`src/hw/lc4_consts.svh`:
```
`ifndef LC4_CONSTS_SVH
`define LC4_CONSTS_SVH

// datapath and address width
`define LC4_XLEN 16
// register select width and register count
`define LC4_RSEL_W 3
`define LC4_NREGS 8

// first fetch address after reset
`define LC4_RESET_PC 16'h8200

// major opcodes, insn[15:12]
`define LC4_OP_BR 4'h0
`define LC4_OP_ARITH 4'h1
`define LC4_OP_LOGIC 4'h5
`define LC4_OP_LDR 4'h6
`define LC4_OP_STR 4'h7
`define LC4_OP_CONST 4'h9

// sub-opcodes, insn[5:3]
// insn[5] set means the imm5 form, so every register form has it clear
`define LC4_SUB_ADD 3'b000
`define LC4_SUB_SUB 3'b010
`define LC4_SUB_AND 3'b000
`define LC4_SUB_OR 3'b010
`define LC4_SUB_XOR 3'b011

// BR with an empty condition, also the bubble word
`define LC4_NOP 16'h0000

`endif
```
`src/hw/lc4_isa_pkg.sv`:
```
`include "lc4_consts.svh"

package lc4_isa_pkg;

    // ALU format: ADD/SUB/AND/OR/XOR and their imm5 forms
    typedef struct packed {
        logic [3:0]            opcode;
        logic [2:0]            rd;
        logic [2:0]            rs;
        // low six bits are either sub-opcode plus rt or imm flag plus imm5
        union packed {
            struct packed {
                logic [2:0] sub;
                logic [2:0] rt;
            } r;
            struct packed {
                logic       is_imm;
                logic [4:0] imm5;
            } i;
        } lo;
    } lc4_rr_t;

    // LDR and STR, rd doubles as the store data source
    typedef struct packed {
        logic [3:0] opcode;
        logic [2:0] rd;
        logic [2:0] rs;
        logic [5:0] imm6;
    } lc4_mem_t;

    // BR uses nzp_rd as the condition mask, CONST as the destination
    typedef struct packed {
        logic [3:0] opcode;
        logic [2:0] nzp_rd;
        logic [8:0] imm9;
    } lc4_br_t;

    typedef union packed {
        lc4_rr_t  rr;
        lc4_mem_t mem;
        lc4_br_t  br;
    } lc4_insn_u;

    // one-hot condition code of a result
    function automatic logic [2:0] nzp_of(input logic [`LC4_XLEN-1:0] value);
        if (value[`LC4_XLEN-1]) begin
            return 3'b100;
        end
        return (value == '0) ? 3'b010 : 3'b001;
    endfunction

endpackage

```
`src/hw/lc4_core.sv`:
```
`timescale 1ns/1ps
`include "lc4_consts.svh"

module lc4_core (
    input  logic                   gwe,
    input  logic                   i_reset,
    input  logic [`LC4_XLEN-1:0]   i_imem_rdata,
    input  logic [`LC4_XLEN-1:0]   i_dmem_rdata,
    output logic [`LC4_XLEN-1:0]   o_imem_addr,
    output logic [`LC4_XLEN-1:0]   o_dmem_addr,
    output logic                   o_dmem_we,
    output logic [`LC4_XLEN-1:0]   o_dmem_wdata,
    output logic                   o_retire_valid,
    output logic [`LC4_XLEN-1:0]   o_retire_pc,
    output logic [`LC4_XLEN-1:0]   o_retire_insn,
    output logic                   o_retire_rf_we,
    output logic [`LC4_RSEL_W-1:0] o_retire_rf_sel,
    output logic [`LC4_XLEN-1:0]   o_retire_rf_data
);
    import lc4_isa_pkg::*;

    // fetch to decode
    lc4_insn_u              d_insn;
    logic [`LC4_XLEN-1:0]   d_pc;
    logic                   d_valid;
    logic                   stall;
    logic                   redirect;
    logic [`LC4_XLEN-1:0]   redirect_pc;
    // decode to execute
    lc4_insn_u              x_insn;
    logic [`LC4_XLEN-1:0]   x_pc;
    logic                   x_valid;
    logic [`LC4_XLEN-1:0]   x_rs_data;
    logic [`LC4_XLEN-1:0]   x_rt_data;
    // execute to memory
    lc4_insn_u              m_insn;
    logic [`LC4_XLEN-1:0]   m_pc;
    logic                   m_valid;
    logic [`LC4_XLEN-1:0]   m_result;
    logic [`LC4_XLEN-1:0]   m_store_data;
    // bypass and writeback feedback
    logic [`LC4_RSEL_W-1:0] m_rd;
    logic                   m_rf_we;
    logic                   m_nzp_we;
    logic [`LC4_RSEL_W-1:0] wb_rd;
    logic                   wb_we;
    logic [`LC4_XLEN-1:0]   wb_data;
    logic                   wb_nzp_we;
    logic [2:0]             nzp;

    lc4_fetch u_fetch (
        .gwe           (gwe),
        .i_reset       (i_reset),
        .i_stall       (stall),
        .i_redirect    (redirect),
        .i_redirect_pc (redirect_pc),
        .i_imem_rdata  (i_imem_rdata),
        .o_imem_addr   (o_imem_addr),
        .o_d_insn      (d_insn),
        .o_d_pc        (d_pc),
        .o_d_valid     (d_valid)
    );

    lc4_decode u_decode (
        .gwe         (gwe),
        .i_reset     (i_reset),
        .i_d_insn    (d_insn),
        .i_d_pc      (d_pc),
        .i_d_valid   (d_valid),
        .i_flush     (redirect),
        .i_wb_rd     (wb_rd),
        .i_wb_data   (wb_data),
        .i_wb_we     (wb_we),
        .o_stall     (stall),
        .o_x_insn    (x_insn),
        .o_x_pc      (x_pc),
        .o_x_valid   (x_valid),
        .o_x_rs_data (x_rs_data),
        .o_x_rt_data (x_rt_data)
    );

    lc4_execute u_execute (
        .gwe            (gwe),
        .i_reset        (i_reset),
        .i_x_insn       (x_insn),
        .i_x_pc         (x_pc),
        .i_x_valid      (x_valid),
        .i_x_rs_data    (x_rs_data),
        .i_x_rt_data    (x_rt_data),
        .i_m_rd         (m_rd),
        .i_m_rf_we      (m_rf_we),
        .i_m_result     (m_result),
        .i_m_nzp_we     (m_nzp_we),
        .i_wb_rd        (wb_rd),
        .i_wb_we        (wb_we),
        .i_wb_data      (wb_data),
        .i_wb_nzp_we    (wb_nzp_we),
        .i_nzp          (nzp),
        .o_redirect     (redirect),
        .o_redirect_pc  (redirect_pc),
        .o_m_insn       (m_insn),
        .o_m_pc         (m_pc),
        .o_m_valid      (m_valid),
        .o_m_result     (m_result),
        .o_m_store_data (m_store_data)
    );

    lc4_mem_wb u_mem_wb (
        .gwe              (gwe),
        .i_reset          (i_reset),
        .i_m_insn         (m_insn),
        .i_m_pc           (m_pc),
        .i_m_valid        (m_valid),
        .i_m_result       (m_result),
        .i_m_store_data   (m_store_data),
        .i_dmem_rdata     (i_dmem_rdata),
        .o_dmem_addr      (o_dmem_addr),
        .o_dmem_we        (o_dmem_we),
        .o_dmem_wdata     (o_dmem_wdata),
        .o_m_rd           (m_rd),
        .o_m_rf_we        (m_rf_we),
        .o_m_nzp_we       (m_nzp_we),
        .o_wb_rd          (wb_rd),
        .o_wb_we          (wb_we),
        .o_wb_data        (wb_data),
        .o_wb_nzp_we      (wb_nzp_we),
        .o_nzp            (nzp),
        .o_retire_valid   (o_retire_valid),
        .o_retire_pc      (o_retire_pc),
        .o_retire_insn    (o_retire_insn),
        .o_retire_rf_we   (o_retire_rf_we),
        .o_retire_rf_sel  (o_retire_rf_sel),
        .o_retire_rf_data (o_retire_rf_data)
    );

endmodule

```
`src/hw/lc4_mem_wb.sv`:
```
`timescale 1ns/1ps
`include "lc4_consts.svh"

module lc4_mem_wb (
    input  logic                   gwe,
    input  logic                   i_reset,
    input  lc4_isa_pkg::lc4_insn_u i_m_insn,
    input  logic [`LC4_XLEN-1:0]   i_m_pc,
    input  logic                   i_m_valid,
    input  logic [`LC4_XLEN-1:0]   i_m_result,
    input  logic [`LC4_XLEN-1:0]   i_m_store_data,
    input  logic [`LC4_XLEN-1:0]   i_dmem_rdata,
    output logic [`LC4_XLEN-1:0]   o_dmem_addr,
    output logic                   o_dmem_we,
    output logic [`LC4_XLEN-1:0]   o_dmem_wdata,
    output logic [`LC4_RSEL_W-1:0] o_m_rd,
    output logic                   o_m_rf_we,
    output logic                   o_m_nzp_we,
    output logic [`LC4_RSEL_W-1:0] o_wb_rd,
    output logic                   o_wb_we,
    output logic [`LC4_XLEN-1:0]   o_wb_data,
    output logic                   o_wb_nzp_we,
    output logic [2:0]             o_nzp,
    output logic                   o_retire_valid,
    output logic [`LC4_XLEN-1:0]   o_retire_pc,
    output lc4_isa_pkg::lc4_insn_u o_retire_insn,
    output logic                   o_retire_rf_we,
    output logic [`LC4_RSEL_W-1:0] o_retire_rf_sel,
    output logic [`LC4_XLEN-1:0]   o_retire_rf_data
);
    import lc4_isa_pkg::*;

    logic                 is_load;
    logic                 is_store;
    logic                 writes_rf;
    logic [`LC4_XLEN-1:0] store_data;

    assign is_load  = i_m_valid && (i_m_insn.mem.opcode == `LC4_OP_LDR);
    assign is_store = i_m_valid && (i_m_insn.mem.opcode == `LC4_OP_STR);

    // every writer also sets nzp
    always_comb begin
        case (i_m_insn.rr.opcode)
            `LC4_OP_ARITH, `LC4_OP_LOGIC, `LC4_OP_LDR, `LC4_OP_CONST: writes_rf = 1'b1;
            default:                                                writes_rf = 1'b0;
        endcase
    end

    // destination sits in insn[11:9] for every writer
    assign o_m_rd = i_m_insn.rr.rd;

    assign o_m_rf_we  = i_m_valid && writes_rf;
    assign o_m_nzp_we = i_m_valid && writes_rf;

    // WM bypass, covers a load feeding the very next store
    assign store_data = (o_wb_we && o_wb_rd == i_m_insn.mem.rd) ? o_wb_data : i_m_store_data;

    assign o_dmem_addr  = (is_load || is_store) ? i_m_result : '0;
    assign o_dmem_we    = is_store;
    assign o_dmem_wdata = is_store ? store_data : '0;

    // memory/writeback register and condition codes
    always_ff @(posedge gwe) begin
        if (i_reset) begin
            o_retire_valid <= 1'b0;
            o_retire_insn  <= `LC4_NOP;
            o_wb_we        <= 1'b0;
            o_wb_nzp_we    <= 1'b0;
            o_nzp          <= 3'b000;
        end else begin
            o_retire_valid <= i_m_valid;
            o_retire_insn  <= i_m_insn;
            o_wb_we        <= o_m_rf_we;
            o_wb_nzp_we    <= o_m_nzp_we;
            if (o_wb_nzp_we) begin
                o_nzp <= nzp_of(o_wb_data);
            end
        end
        o_retire_pc <= i_m_pc;
        o_wb_rd     <= o_m_rd;
        o_wb_data   <= is_load ? i_dmem_rdata : i_m_result;
    end

    // retire trace is the writeback stage as it stands
    assign o_retire_rf_we   = o_wb_we;
    assign o_retire_rf_sel  = o_wb_rd;
    assign o_retire_rf_data = o_wb_data;

endmodule

```
`src/hw/lc4_execute.sv`:
```
`timescale 1ns/1ps
`include "lc4_consts.svh"

module lc4_execute (
    input  logic                   gwe,
    input  logic                   i_reset,
    input  lc4_isa_pkg::lc4_insn_u i_x_insn,
    input  logic [`LC4_XLEN-1:0]   i_x_pc,
    input  logic                   i_x_valid,
    input  logic [`LC4_XLEN-1:0]   i_x_rs_data,
    input  logic [`LC4_XLEN-1:0]   i_x_rt_data,
    input  logic [`LC4_RSEL_W-1:0] i_m_rd,
    input  logic                   i_m_rf_we,
    input  logic [`LC4_XLEN-1:0]   i_m_result,
    input  logic                   i_m_nzp_we,
    input  logic [`LC4_RSEL_W-1:0] i_wb_rd,
    input  logic                   i_wb_we,
    input  logic [`LC4_XLEN-1:0]   i_wb_data,
    input  logic                   i_wb_nzp_we,
    input  logic [2:0]             i_nzp,
    output logic                   o_redirect,
    output logic [`LC4_XLEN-1:0]   o_redirect_pc,
    output lc4_isa_pkg::lc4_insn_u o_m_insn,
    output logic [`LC4_XLEN-1:0]   o_m_pc,
    output logic                   o_m_valid,
    output logic [`LC4_XLEN-1:0]   o_m_result,
    output logic [`LC4_XLEN-1:0]   o_m_store_data
);
    import lc4_isa_pkg::*;

    logic [`LC4_RSEL_W-1:0] rs_sel;
    logic [`LC4_RSEL_W-1:0] rt_sel;
    logic [`LC4_XLEN-1:0]   rs_val;
    logic [`LC4_XLEN-1:0]   rt_val;
    logic [`LC4_XLEN-1:0]   imm5_sx;
    logic [`LC4_XLEN-1:0]   imm6_sx;
    logic [`LC4_XLEN-1:0]   imm9_sx;
    logic [`LC4_XLEN-1:0]   result;
    logic [2:0]             cur_nzp;

    // STR keeps its data register in the rd slot
    assign rs_sel = i_x_insn.rr.rs;
    assign rt_sel = (i_x_insn.mem.opcode == `LC4_OP_STR) ? i_x_insn.mem.rd : i_x_insn.rr.lo.r.rt;

    // MX first, then WX, else the value read in decode
    assign rs_val = (i_m_rf_we && i_m_rd == rs_sel)   ? i_m_result :
                    (i_wb_we && i_wb_rd == rs_sel)    ? i_wb_data :
                    i_x_rs_data;
    assign rt_val = (i_m_rf_we && i_m_rd == rt_sel)   ? i_m_result :
                    (i_wb_we && i_wb_rd == rt_sel)    ? i_wb_data :
                    i_x_rt_data;

    assign imm5_sx = {{(`LC4_XLEN-5){i_x_insn.rr.lo.i.imm5[4]}}, i_x_insn.rr.lo.i.imm5};
    assign imm6_sx = {{(`LC4_XLEN-6){i_x_insn.mem.imm6[5]}}, i_x_insn.mem.imm6};
    assign imm9_sx = {{(`LC4_XLEN-9){i_x_insn.br.imm9[8]}}, i_x_insn.br.imm9};

    always_comb begin
        result = '0;
        case (i_x_insn.rr.opcode)
            `LC4_OP_ARITH: begin
                if (i_x_insn.rr.lo.i.is_imm) begin
                    result = rs_val + imm5_sx;
                end else begin
                    case (i_x_insn.rr.lo.r.sub)
                        `LC4_SUB_ADD: result = rs_val + rt_val;
                        `LC4_SUB_SUB: result = rs_val - rt_val;
                        default:      result = '0;
                    endcase
                end
            end
            `LC4_OP_LOGIC: begin
                if (i_x_insn.rr.lo.i.is_imm) begin
                    result = rs_val & imm5_sx;
                end else begin
                    case (i_x_insn.rr.lo.r.sub)
                        `LC4_SUB_AND: result = rs_val & rt_val;
                        `LC4_SUB_OR:  result = rs_val | rt_val;
                        `LC4_SUB_XOR: result = rs_val ^ rt_val;
                        default:      result = '0;
                    endcase
                end
            end
            // effective address
            `LC4_OP_LDR, `LC4_OP_STR: result = rs_val + imm6_sx;
            `LC4_OP_CONST:            result = imm9_sx;
            default:                  result = '0;
        endcase
    end

    // youngest condition code, memory stage before writeback before register
    assign cur_nzp = i_m_nzp_we  ? nzp_of(i_m_result) :
                     i_wb_nzp_we ? nzp_of(i_wb_data) :
                     i_nzp;

    assign o_redirect    = i_x_valid && (i_x_insn.br.opcode == `LC4_OP_BR) &&
                           ((i_x_insn.br.nzp_rd & cur_nzp) != 3'b000);
    assign o_redirect_pc = i_x_pc + `LC4_XLEN'd1 + imm9_sx;

    // execute/memory register, nothing older than execute is ever squashed
    always_ff @(posedge gwe) begin
        if (i_reset) begin
            o_m_valid <= 1'b0;
            o_m_insn  <= `LC4_NOP;
        end else begin
            o_m_valid <= i_x_valid;
            o_m_insn  <= i_x_insn;
        end
        o_m_pc         <= i_x_pc;
        o_m_result     <= result;
        o_m_store_data <= rt_val;
    end

endmodule

```
`src/hw/lc4_decode.sv`:
```
`timescale 1ns/1ps
`include "lc4_consts.svh"

module lc4_decode (
    input  logic                   gwe,
    input  logic                   i_reset,
    input  lc4_isa_pkg::lc4_insn_u i_d_insn,
    input  logic [`LC4_XLEN-1:0]   i_d_pc,
    input  logic                   i_d_valid,
    input  logic                   i_flush,
    input  logic [`LC4_RSEL_W-1:0] i_wb_rd,
    input  logic [`LC4_XLEN-1:0]   i_wb_data,
    input  logic                   i_wb_we,
    output logic                   o_stall,
    output lc4_isa_pkg::lc4_insn_u o_x_insn,
    output logic [`LC4_XLEN-1:0]   o_x_pc,
    output logic                   o_x_valid,
    output logic [`LC4_XLEN-1:0]   o_x_rs_data,
    output logic [`LC4_XLEN-1:0]   o_x_rt_data
);
    logic [`LC4_RSEL_W-1:0] rs_sel;
    logic [`LC4_RSEL_W-1:0] rt_sel;
    logic                   rs_re;
    logic                   rt_re;
    logic                   is_cond_br;
    logic                   x_is_load;
    logic [`LC4_XLEN-1:0]   rs_data;
    logic [`LC4_XLEN-1:0]   rt_data;

    // source fields through the view the opcode selects
    always_comb begin
        rs_sel = i_d_insn.rr.rs;
        rt_sel = i_d_insn.rr.lo.r.rt;
        rs_re  = 1'b0;
        rt_re  = 1'b0;
        case (i_d_insn.rr.opcode)
            `LC4_OP_ARITH, `LC4_OP_LOGIC: begin
                rs_re = 1'b1;
                rt_re = !i_d_insn.rr.lo.i.is_imm;
            end
            `LC4_OP_LDR: begin
                rs_sel = i_d_insn.mem.rs;
                rs_re  = 1'b1;
            end
            `LC4_OP_STR: begin
                // store data is read here but only needed in memory,
                // where writeback can still supply it
                rs_sel = i_d_insn.mem.rs;
                rt_sel = i_d_insn.mem.rd;
                rs_re  = 1'b1;
            end
            default: begin
            end
        endcase
    end

    // a branch with an empty mask never looks at nzp
    assign is_cond_br = (i_d_insn.br.opcode == `LC4_OP_BR) && (i_d_insn.br.nzp_rd != 3'b000);
    assign x_is_load  = o_x_valid && (o_x_insn.mem.opcode == `LC4_OP_LDR);

    // load in execute, consumer or conditional branch in decode
    assign o_stall = i_d_valid && x_is_load &&
                     ((rs_re && rs_sel == o_x_insn.mem.rd) ||
                      (rt_re && rt_sel == o_x_insn.mem.rd) ||
                      is_cond_br);

    lc4_regfile u_regfile (
        .gwe       (gwe),
        .i_reset   (i_reset),
        .i_rs_sel  (rs_sel),
        .i_rt_sel  (rt_sel),
        .o_rs_data (rs_data),
        .o_rt_data (rt_data),
        .i_rd_sel  (i_wb_rd),
        .i_rd_data (i_wb_data),
        .i_rd_we   (i_wb_we)
    );

    // decode/execute register, a stall or flush leaves a bubble behind
    always_ff @(posedge gwe) begin
        if (i_reset || i_flush || o_stall) begin
            o_x_valid <= 1'b0;
            o_x_insn  <= `LC4_NOP;
        end else begin
            o_x_valid <= i_d_valid;
            o_x_insn  <= i_d_insn;
        end
        o_x_pc      <= i_d_pc;
        o_x_rs_data <= rs_data;
        o_x_rt_data <= rt_data;
    end

endmodule

```
`src/hw/lc4_regfile.sv`:
```
`timescale 1ns/1ps
`include "lc4_consts.svh"

module lc4_regfile (
    input  logic                   gwe,
    input  logic                   i_reset,
    input  logic [`LC4_RSEL_W-1:0] i_rs_sel,
    input  logic [`LC4_RSEL_W-1:0] i_rt_sel,
    output logic [`LC4_XLEN-1:0]   o_rs_data,
    output logic [`LC4_XLEN-1:0]   o_rt_data,
    input  logic [`LC4_RSEL_W-1:0] i_rd_sel,
    input  logic [`LC4_XLEN-1:0]   i_rd_data,
    input  logic                   i_rd_we
);
    logic [`LC4_XLEN-1:0] regs [`LC4_NREGS];

    always_ff @(posedge gwe) begin
        if (i_reset) begin
            for (int i = 0; i < `LC4_NREGS; i++) begin
                regs[i] <= '0;
            end
        end else if (i_rd_we) begin
            regs[i_rd_sel] <= i_rd_data;
        end
    end

    // write-through, so decode sees what writeback stores this cycle
    assign o_rs_data = (i_rd_we && i_rd_sel == i_rs_sel) ? i_rd_data : regs[i_rs_sel];
    assign o_rt_data = (i_rd_we && i_rd_sel == i_rt_sel) ? i_rd_data : regs[i_rt_sel];

endmodule

```
`src/hw/lc4_fetch.sv`:
```
`timescale 1ns/1ps
`include "lc4_consts.svh"

module lc4_fetch (
    input  logic                   gwe,
    input  logic                   i_reset,
    input  logic                   i_stall,
    input  logic                   i_redirect,
    input  logic [`LC4_XLEN-1:0]   i_redirect_pc,
    input  lc4_isa_pkg::lc4_insn_u i_imem_rdata,
    output logic [`LC4_XLEN-1:0]   o_imem_addr,
    output lc4_isa_pkg::lc4_insn_u o_d_insn,
    output logic [`LC4_XLEN-1:0]   o_d_pc,
    output logic                   o_d_valid
);
    logic [`LC4_XLEN-1:0] pc;
    logic [`LC4_XLEN-1:0] next_pc;

    // redirect wins over a stall
    assign next_pc = i_redirect ? i_redirect_pc :
                     i_stall    ? pc :
                     pc + `LC4_XLEN'd1;

    // imem answers in the same cycle
    assign o_imem_addr = pc;

    always_ff @(posedge gwe) begin
        if (i_reset) begin
            pc <= `LC4_RESET_PC;
        end else begin
            pc <= next_pc;
        end
    end

    // fetch/decode register
    always_ff @(posedge gwe) begin
        if (i_reset || i_redirect) begin
            o_d_valid <= 1'b0;
            o_d_insn  <= `LC4_NOP;
        end else if (!i_stall) begin
            o_d_valid <= 1'b1;
            o_d_insn  <= i_imem_rdata;
            o_d_pc    <= pc;
        end
    end

endmodule

```
`config.mk`:
```
export PLATFORM = sky130hd
export DESIGN_NAME = lc4_core
export DESIGN_NICKNAME = d
export VERILOG_FILES = /design/src/hw/lc4_isa_pkg.sv /design/src/hw/lc4_core.sv /design/src/hw/lc4_mem_wb.sv /design/src/hw/lc4_execute.sv /design/src/hw/lc4_decode.sv /design/src/hw/lc4_regfile.sv /design/src/hw/lc4_fetch.sv
export VERILOG_INCLUDE_DIRS = /design/src /design/src/hw
export SDC_FILE = /design/constraint.sdc
export NUM_CORES = 1
export LEC_CHECK = 0
export BUFFER_PORTS_ARGS = -buffer_cell sky130_fd_sc_hd__buf_2
export CORE_ASPECT_RATIO = 0.7
export CORE_MARGIN = 2
export CORE_UTILIZATION = 50
export DETAILED_ROUTE_END_ITERATION = 7
export HOLD_SLACK_MARGIN = 0.06
export MAX_ROUTING_LAYER = met4
export PLACE_DENSITY = 0.66
export SYNTH_ARGS = -nofsm -noshare
export SYNTH_HDL_FRONTEND = slang
export SYNTH_SLANG_ARGS = --single-unit
```
`constraint.sdc`:
```
create_clock -name gwe -period 14 [get_ports gwe]
set_input_delay 0.7 -clock gwe [delete_from_list [all_inputs] [get_ports gwe]]
set_output_delay 0.7 -clock gwe [all_outputs]
set_load 0.02 [all_outputs]
```
# Word level (Yosys, flattened, before mapping)
# Memories as Yosys holds them, arrays and structs flattened. A register that Yosys moved wholly into a read port is not among the register bits.
# Cells that the tools add are included.
# op_classes
n_addsub,7
n_eq_ne,26
n_mux,45
bitwise,7
reduce_logical,37
# ops
op,n
$mux 16,15
$add 16x16->16,4
$pmux 16 s4,1
$pmux 16 s3,1
$eq 4x3->1 const B,9
$mux 3,12
$add 16x1->16 const B,2
$and 16x16->16,2
$logic_not 16->1,2
$pmux 16 s2,1
$eq 3x3->1,9
$logic_and 1x1->1,18
$or 16x16->16,1
$reduce_or 16->1,1
$sub 16x16->16,1
$xor 16x16->16,1
$mux 1,13
$eq 4x1->1 const B,3
$eq 4x4->1 const B,2
$logic_not 4->1,2
$reduce_or 4->1,2
$eq 3x2->1 const B,2
$reduce_bool 3->1,2
$logic_or 1x1->1,5
other kinds (8),11
# totals
ff_bits,235
mem_bits_rw,128
in_bits,34
output_inout_bits,102
n_memories,1
# memory_table
memory,depth,word_bits,read_ports,rd_clocked_by_memory_dff,write_ports,line_no,source
u_decode.u_regfile.regs,8,16,2,1,8,lc4_regfile.sv:15,logic [`LC4_XLEN-1:0] regs [`LC4_NREGS];

# Logic depth before layout (Yosys ltp)
# logic_depth
word_depth,11
ltp_mapped,24

# Modules after synthesis
# Synthesis repeated with hierarchy kept, for this count alone.
# hier_totals
hier_cells,1832
hier_area_um2,20344.5
# modules_own_cells
module,n_inst,cells_each,area_each_um2,seq_area_each_um2
lc4_regfile,1,445,7453.4,3843.7
lc4_execute,1,872,6846.6,1301.2
lc4_mem_wb,1,218,2319.7,1121.1
lc4_fetch,1,182,1984.4,1141.1
lc4_decode,1,115,1740.4,1301.2

# Worst setup path after synthesis
# Ideal clock, no wire load.
# synth_path
path_kind,reg-to-reg
startpoint,register u_decode.o_x_insn[14] (netlist name)
endpoint,register u_execute.o_m_result[15]
arrival_time_ps,4460
t_required_ps,13860
path_slack_ps,9400
stages_incl_launch_ff,25
path_cell_list,dfxtp_1 buf_2 and4b_1 buf_6 mux2_4 o32ai_4 or2_4 buf_12 buf_6 nor2_1 a31oi_1 o21ai_0 xnor2_1 ha_1 or3_1 o21ai_0 a21oi_1 a21o_1 a21oi_1 nor2b_1 nor4_1 o31a_1 o21ai_0 xnor2_1 o221ai_1
# synth_via
elab_chain_cells,10
# synth_lines
item,line_no,source
"start, declared",lc4_decode.sv:15,"output lc4_isa_pkg::lc4_insn_u o_x_insn,"
"start signal, assigned",lc4_decode.sv:83,o_x_insn <= `LC4_NOP;
"start signal, assigned",lc4_decode.sv:86,o_x_insn <= i_d_insn;
$eq 4x3->1 (*),-,
$mux 3 (*),lc4_execute.sv:43,assign rt_sel = (i_x_insn.mem.opcode == `LC4_OP_STR) ? i_x_insn.mem.rd : i_x_insn.rr.lo.r.rt;
$eq 3x3->1,lc4_execute.sv:50,(i_wb_we && i_wb_rd == rt_sel) ? i_wb_data :
$logic_and 1x1->1,lc4_execute.sv:50,
$mux 16,lc4_execute.sv:50,
$mux 16 (*),lc4_execute.sv:49,assign rt_val = (i_m_rf_we && i_m_rd == rt_sel) ? i_m_result :
via u_execute.rt_val[3],lc4_execute.sv:34,logic [`LC4_XLEN-1:0] rt_val;
$sub 16x16->16 or $add 16x16->16 (tied branches),"lc4_execute.sv:66, lc4_execute.sv:65",
$pmux 16 s2 (*),lc4_execute.sv:64,case (i_x_insn.rr.lo.r.sub)
$mux 16 (*),lc4_execute.sv:61,if (i_x_insn.rr.lo.i.is_imm) begin
$pmux 16 s4 (*),lc4_execute.sv:59,case (i_x_insn.rr.opcode)
via u_execute.result[15],lc4_execute.sv:38,logic [`LC4_XLEN-1:0] result;
"end signal, assigned",lc4_execute.sv:109,o_m_result <= result;
"end, declared",lc4_execute.sv:26,"output logic [`LC4_XLEN-1:0] o_m_result,"
# The timed path passes the listed nets; every way through them passes the cells marked *.
# A chain may end at the register's enable or synchronous reset.

# Worst setup path in the final report
# layout_path
startpoint,register u_execute.o_m_insn[15] (netlist name)
endpoint,register u_execute.o_m_result[15]
# layout_via
elab_chain_cells,10
# layout_lines
item,line_no,source
"start, declared",lc4_execute.sv:23,"output lc4_isa_pkg::lc4_insn_u o_m_insn,"
"start signal, assigned",lc4_execute.sv:103,o_m_insn <= `LC4_NOP;
"start signal, assigned",lc4_execute.sv:106,o_m_insn <= i_x_insn;
"$eq 4x1->1, or another cell as far along",lc4_mem_wb.sv:43,case (i_m_insn.rr.opcode)
$reduce_or 4->1 (*),lc4_mem_wb.sv:43,
$mux 1 (*),lc4_mem_wb.sv:43,
$logic_and 1x1->1 (*),lc4_mem_wb.sv:52,assign o_m_rf_we = i_m_valid && writes_rf;
$logic_and 1x1->1 (on tied branches),"lc4_execute.sv:46, lc4_execute.sv:49",
$mux 16 (on tied branches),"lc4_execute.sv:46, lc4_execute.sv:49",
"$sub 16x16->16, or another cell as far along",lc4_execute.sv:66,`LC4_SUB_SUB: result = rs_val - rt_val;
$pmux 16 s2 or $pmux 16 s3 (tied branches),"lc4_execute.sv:64, lc4_execute.sv:75",
$mux 16 (on tied branches),"lc4_execute.sv:61, lc4_execute.sv:72",
$pmux 16 s4 (*),lc4_execute.sv:59,
via u_execute.result[15],lc4_execute.sv:38,
# Marks and branches as above.

==> reports/results.txt <==
layout cells sized above 1: 0.183
dpl cells: 2369
status: complete, no violations
Sw Pwr: 718 uW
required time worst endpoint: 14400 ps
Hold-fix buffers, CTS: 0
top cells by count, synth: dfxtp_1 (222), and2_1 (145), edfxtp_1 (144), nor2_1 (118), nand2_1 (117)
top-area cell type share of the netlist area: 0.231
antenna violations before repair: 1
Netlist cell types: 88
RSZ-0062 raised after global routing: no
Final nets: 2039
die area: 0.0401 mm^2
number of max-cap violations: 0
vias: 14800
final setup fails: 0
placer's final routability congestion estimate: 0.959
total negative setup slack: 0 ps
dpl hpwl: 39500 um
Max Fclk: 0.178 GHz
wire per inst: 23.1 um
Tot GR Track Use: 0.289
Bufs on Longest Clock Path: 3
Final Cycle Share: 0.401
Yosys top cell by area: dfxtp_1
Hold Violations, Final: 0
asr flop ratio synth: 0
Post-Syn Instances: 1821
element type at the critical path end: register
flop2flop setup slack: 8380 ps
row count: 60
Pleak: 9.14 nW
Synth area leaders: dfxtp_1 (23%), edfxtp_1 (22%), mux4_2 (7.5%)
ys flop type: dfxtp_1
syn nets: 1948
maximum VDD drop: 0.104 mV
drt total wl: 56200 um
Placed Instance Area: 0.0204 mm^2
Slew @ Worst Pin: 1240 ps
maximum single-stage delay on the critical path: 660 ps
Die X: 238 um
first-pass iteration count of the detailed router: 5
Worst-Skew Late Latency: 560 ps
CTS clk-pin slew, worst paths: 70 ps
Post-synth EDFFs: 144
crit-path max FO: 22
Area Growth Syn to Fin: 12.7%
Sw Share: 0.276
largest net degree at the start of global routing: 72
hold depth: 0
Rel. slew slack: 0.155
RR Endpoint: u_execute.o_m_result[15]
DRC Markers: 0
clock group share of total power: 0.386
CTS sink cnt: 366
sequential area share after synthesis: 0.456
Worst R2R Start: u_execute.o_m_insn[15]
fin area: 0.0217 mm^2
depth of the most critical reg-to-reg path: 21
Syn Area/Cell: 10.6 um^2
PD cells: 120 mW/mm^2
Initial Util: 0.504
Mapped Area: 0.0192 mm^2
CORE AREA: 0.0381 mm^2
CTS H-tree lvls: 2
combinational fraction of design power: 0.150
arrival time worst endpoint: 6020 ps
worst hold path class: register to register
top-count cell post-synth: dfxtp_1
TritonCTS clock tree: built
cts bufs inserted: 37
CTS Root Cell: clkbuf_16
first-pass GRT wire length: 85800 um
grt ovf: 0
Hold EP: u_mem_wb.o_retire_pc[2]
sequential share of power: 0.463
IO Port Bufs: 135
first-iteration detailed-routing DRC count: 1714
Tmin final: 5620 ps
Slowest cell on crit path: and3b_1
post-CTS setup buffers: 0
die height: 168 um
vias in the first global route: 14300
DR vias/cell: 6.07
min-delay src: u_execute.o_m_pc[2]
register bit total from synthesis: 366
internal power: 1.89 mW
CP Cell Sequence: and3b_1 -> mux2_2 -> o211ai_1 -> or2_4 -> a31o_1 -> ha_1 -> nand2_1 -> o21ai_0 -> inv_1 -> ha_1 -> nor2b_1 -> o31ai_1 -> a21oi_1 -> a21o_1 -> a21oi_1 -> nor2b_1 -> nor4_1 -> o31a_1 -> o21ai_0 -> xnor2_1 -> o221ai_1
yosys warns: 0
Fin Clk Skew: 22.8 ps
Top Ports: 136
Final Max Slew Viols: 0
Worst setup SP type: register
kind of critical path: register to register
post-cts sizing count: 0
fin cells: 2438
Post-DRT Antenna Nets: 0
[worst max-delay path by stage]
stage | start | end | slack, ps | depth (start not counted)
floorplan | u_decode.o_x_insn[14] | u_execute.o_m_result[15] | 9400 | 24
global placement | u_execute.o_m_insn[15] | u_execute.o_m_result[15] | 8690 | 21
detailed placement | u_execute.o_m_insn[15] | u_execute.o_m_result[15] | 8570 | 21
CTS | u_execute.o_m_insn[15] | u_execute.o_m_result[15] | 8510 | 21
global route | u_decode.o_x_insn[14] | u_execute.o_m_result[15] | 7950 | 21
finish | u_execute.o_m_insn[15] | u_execute.o_m_result[15] | 8380 | 21
[area by class of cell]
cell class / count / area [um^2]
clock inverter: 17 / 214
multi-input combinational: 1273 / 9900
clock buffer: 51 / 998
timing repair buffer: 165 / 901
fill: 3233 / 16500
tap: 496 / 621
inverter: 69 / 259
sequential: 366 / 8770
antenna: 1 / 2.50
[cells in the final DEF (no fill, tap or decap), drive strengths merged, types with 38 or more instances in the layout]
| master | n |
|---|---|
| buf | 165 |
| nor2b | 38 |
| and2 | 146 |
| o21ai | 90 |
| edfxtp | 144 |
| clkbuf | 51 |
| nand2 | 117 |
| nor3 | 49 |
| nor2 | 119 |
| mux4 | 64 |
| inv | 70 |
| ha | 90 |
| mux2i | 81 |
| dfxtp | 222 |
| a21oi | 98 |
| xnor2 | 63 |
[logic make-up after synthesis]
family,synth area share
AO/OA/AOI/OAI,0.111
XOR/XNOR,0.0413
adder cells (fa/ha/maj),0.0617
buffers and inverters,0.0374
flip-flops,0.456
multiplexers,0.129
AND/OR/NAND/NOR,0.163
[metal layers]
metal	vias to the layer above	global-route usage	part of all wire
li1	6772	-	-
met1	7266	0.420	0.47
met2	657	0.413	0.43
met3	94	0.0602	0.087
met4	0	0.0677	0.021
met5	-	-	0
[through the flow]
step / hold slack, ps / power, mW / utilization / worst slack, ps
2_1_floorplan: 310 / 1.49 / - / 9400
3_3_place_gp: 312 / 1.61 / 0.536 / 8690
3_5_place_dp: 312 / 1.61 / 0.536 / 8570
4_1_cts: 325 / 2.61 / 0.568 / 8510
5_1_grt: 331 / 2.70 / 0.568 / 7950
6_report: 325 / 2.61 / 0.568 / 8380
[sequential cells by signal, summed over array words and instances, names as in the netlist, 16 cells and up, named ones only]
register                   cells
u_decode.o_x_pc               16
u_decode.o_x_rs_data          16
u_execute.o_m_store_data      16
u_execute.o_m_pc              16
u_decode.o_x_rt_data          16
u_mem_wb.o_retire_rf_data     16
u_execute.o_m_result          16
u_mem_wb.o_retire_pc          16
u_execute.o_m_insn            16
u_fetch.o_imem_addr           16
u_decode.u_regfile.regs      128
u_mem_wb.o_retire_insn        16
u_fetch.o_d_pc                16
u_decode.o_x_insn             16
u_fetch.o_d_insn              16
[critical path, delay by kind of cell, from the launching register on]
kind,cells,cell delay (ps)
compound gates,10,2150
xor+xnor,1,180
fa+ha+maj,2,580
buf+inv,1,90
flops,1,320
mux,1,310
simple gates,6,1820
[power by group through the flow]
stage | Sequential (mW) | Clock [mW] | Combinational (mW)
finish | 1.21 | 1.01 | 0.392
floorplan | 1.21 | 0 | 0.288
detailed placement | 1.23 | 0 | 0.385
CTS | 1.20 | 1.02 | 0.389
global placement | 1.23 | 0 | 0.380
global route | 1.21 | 1.06 | 0.429
Note: power is estimated with default switching activity, not from simulation.
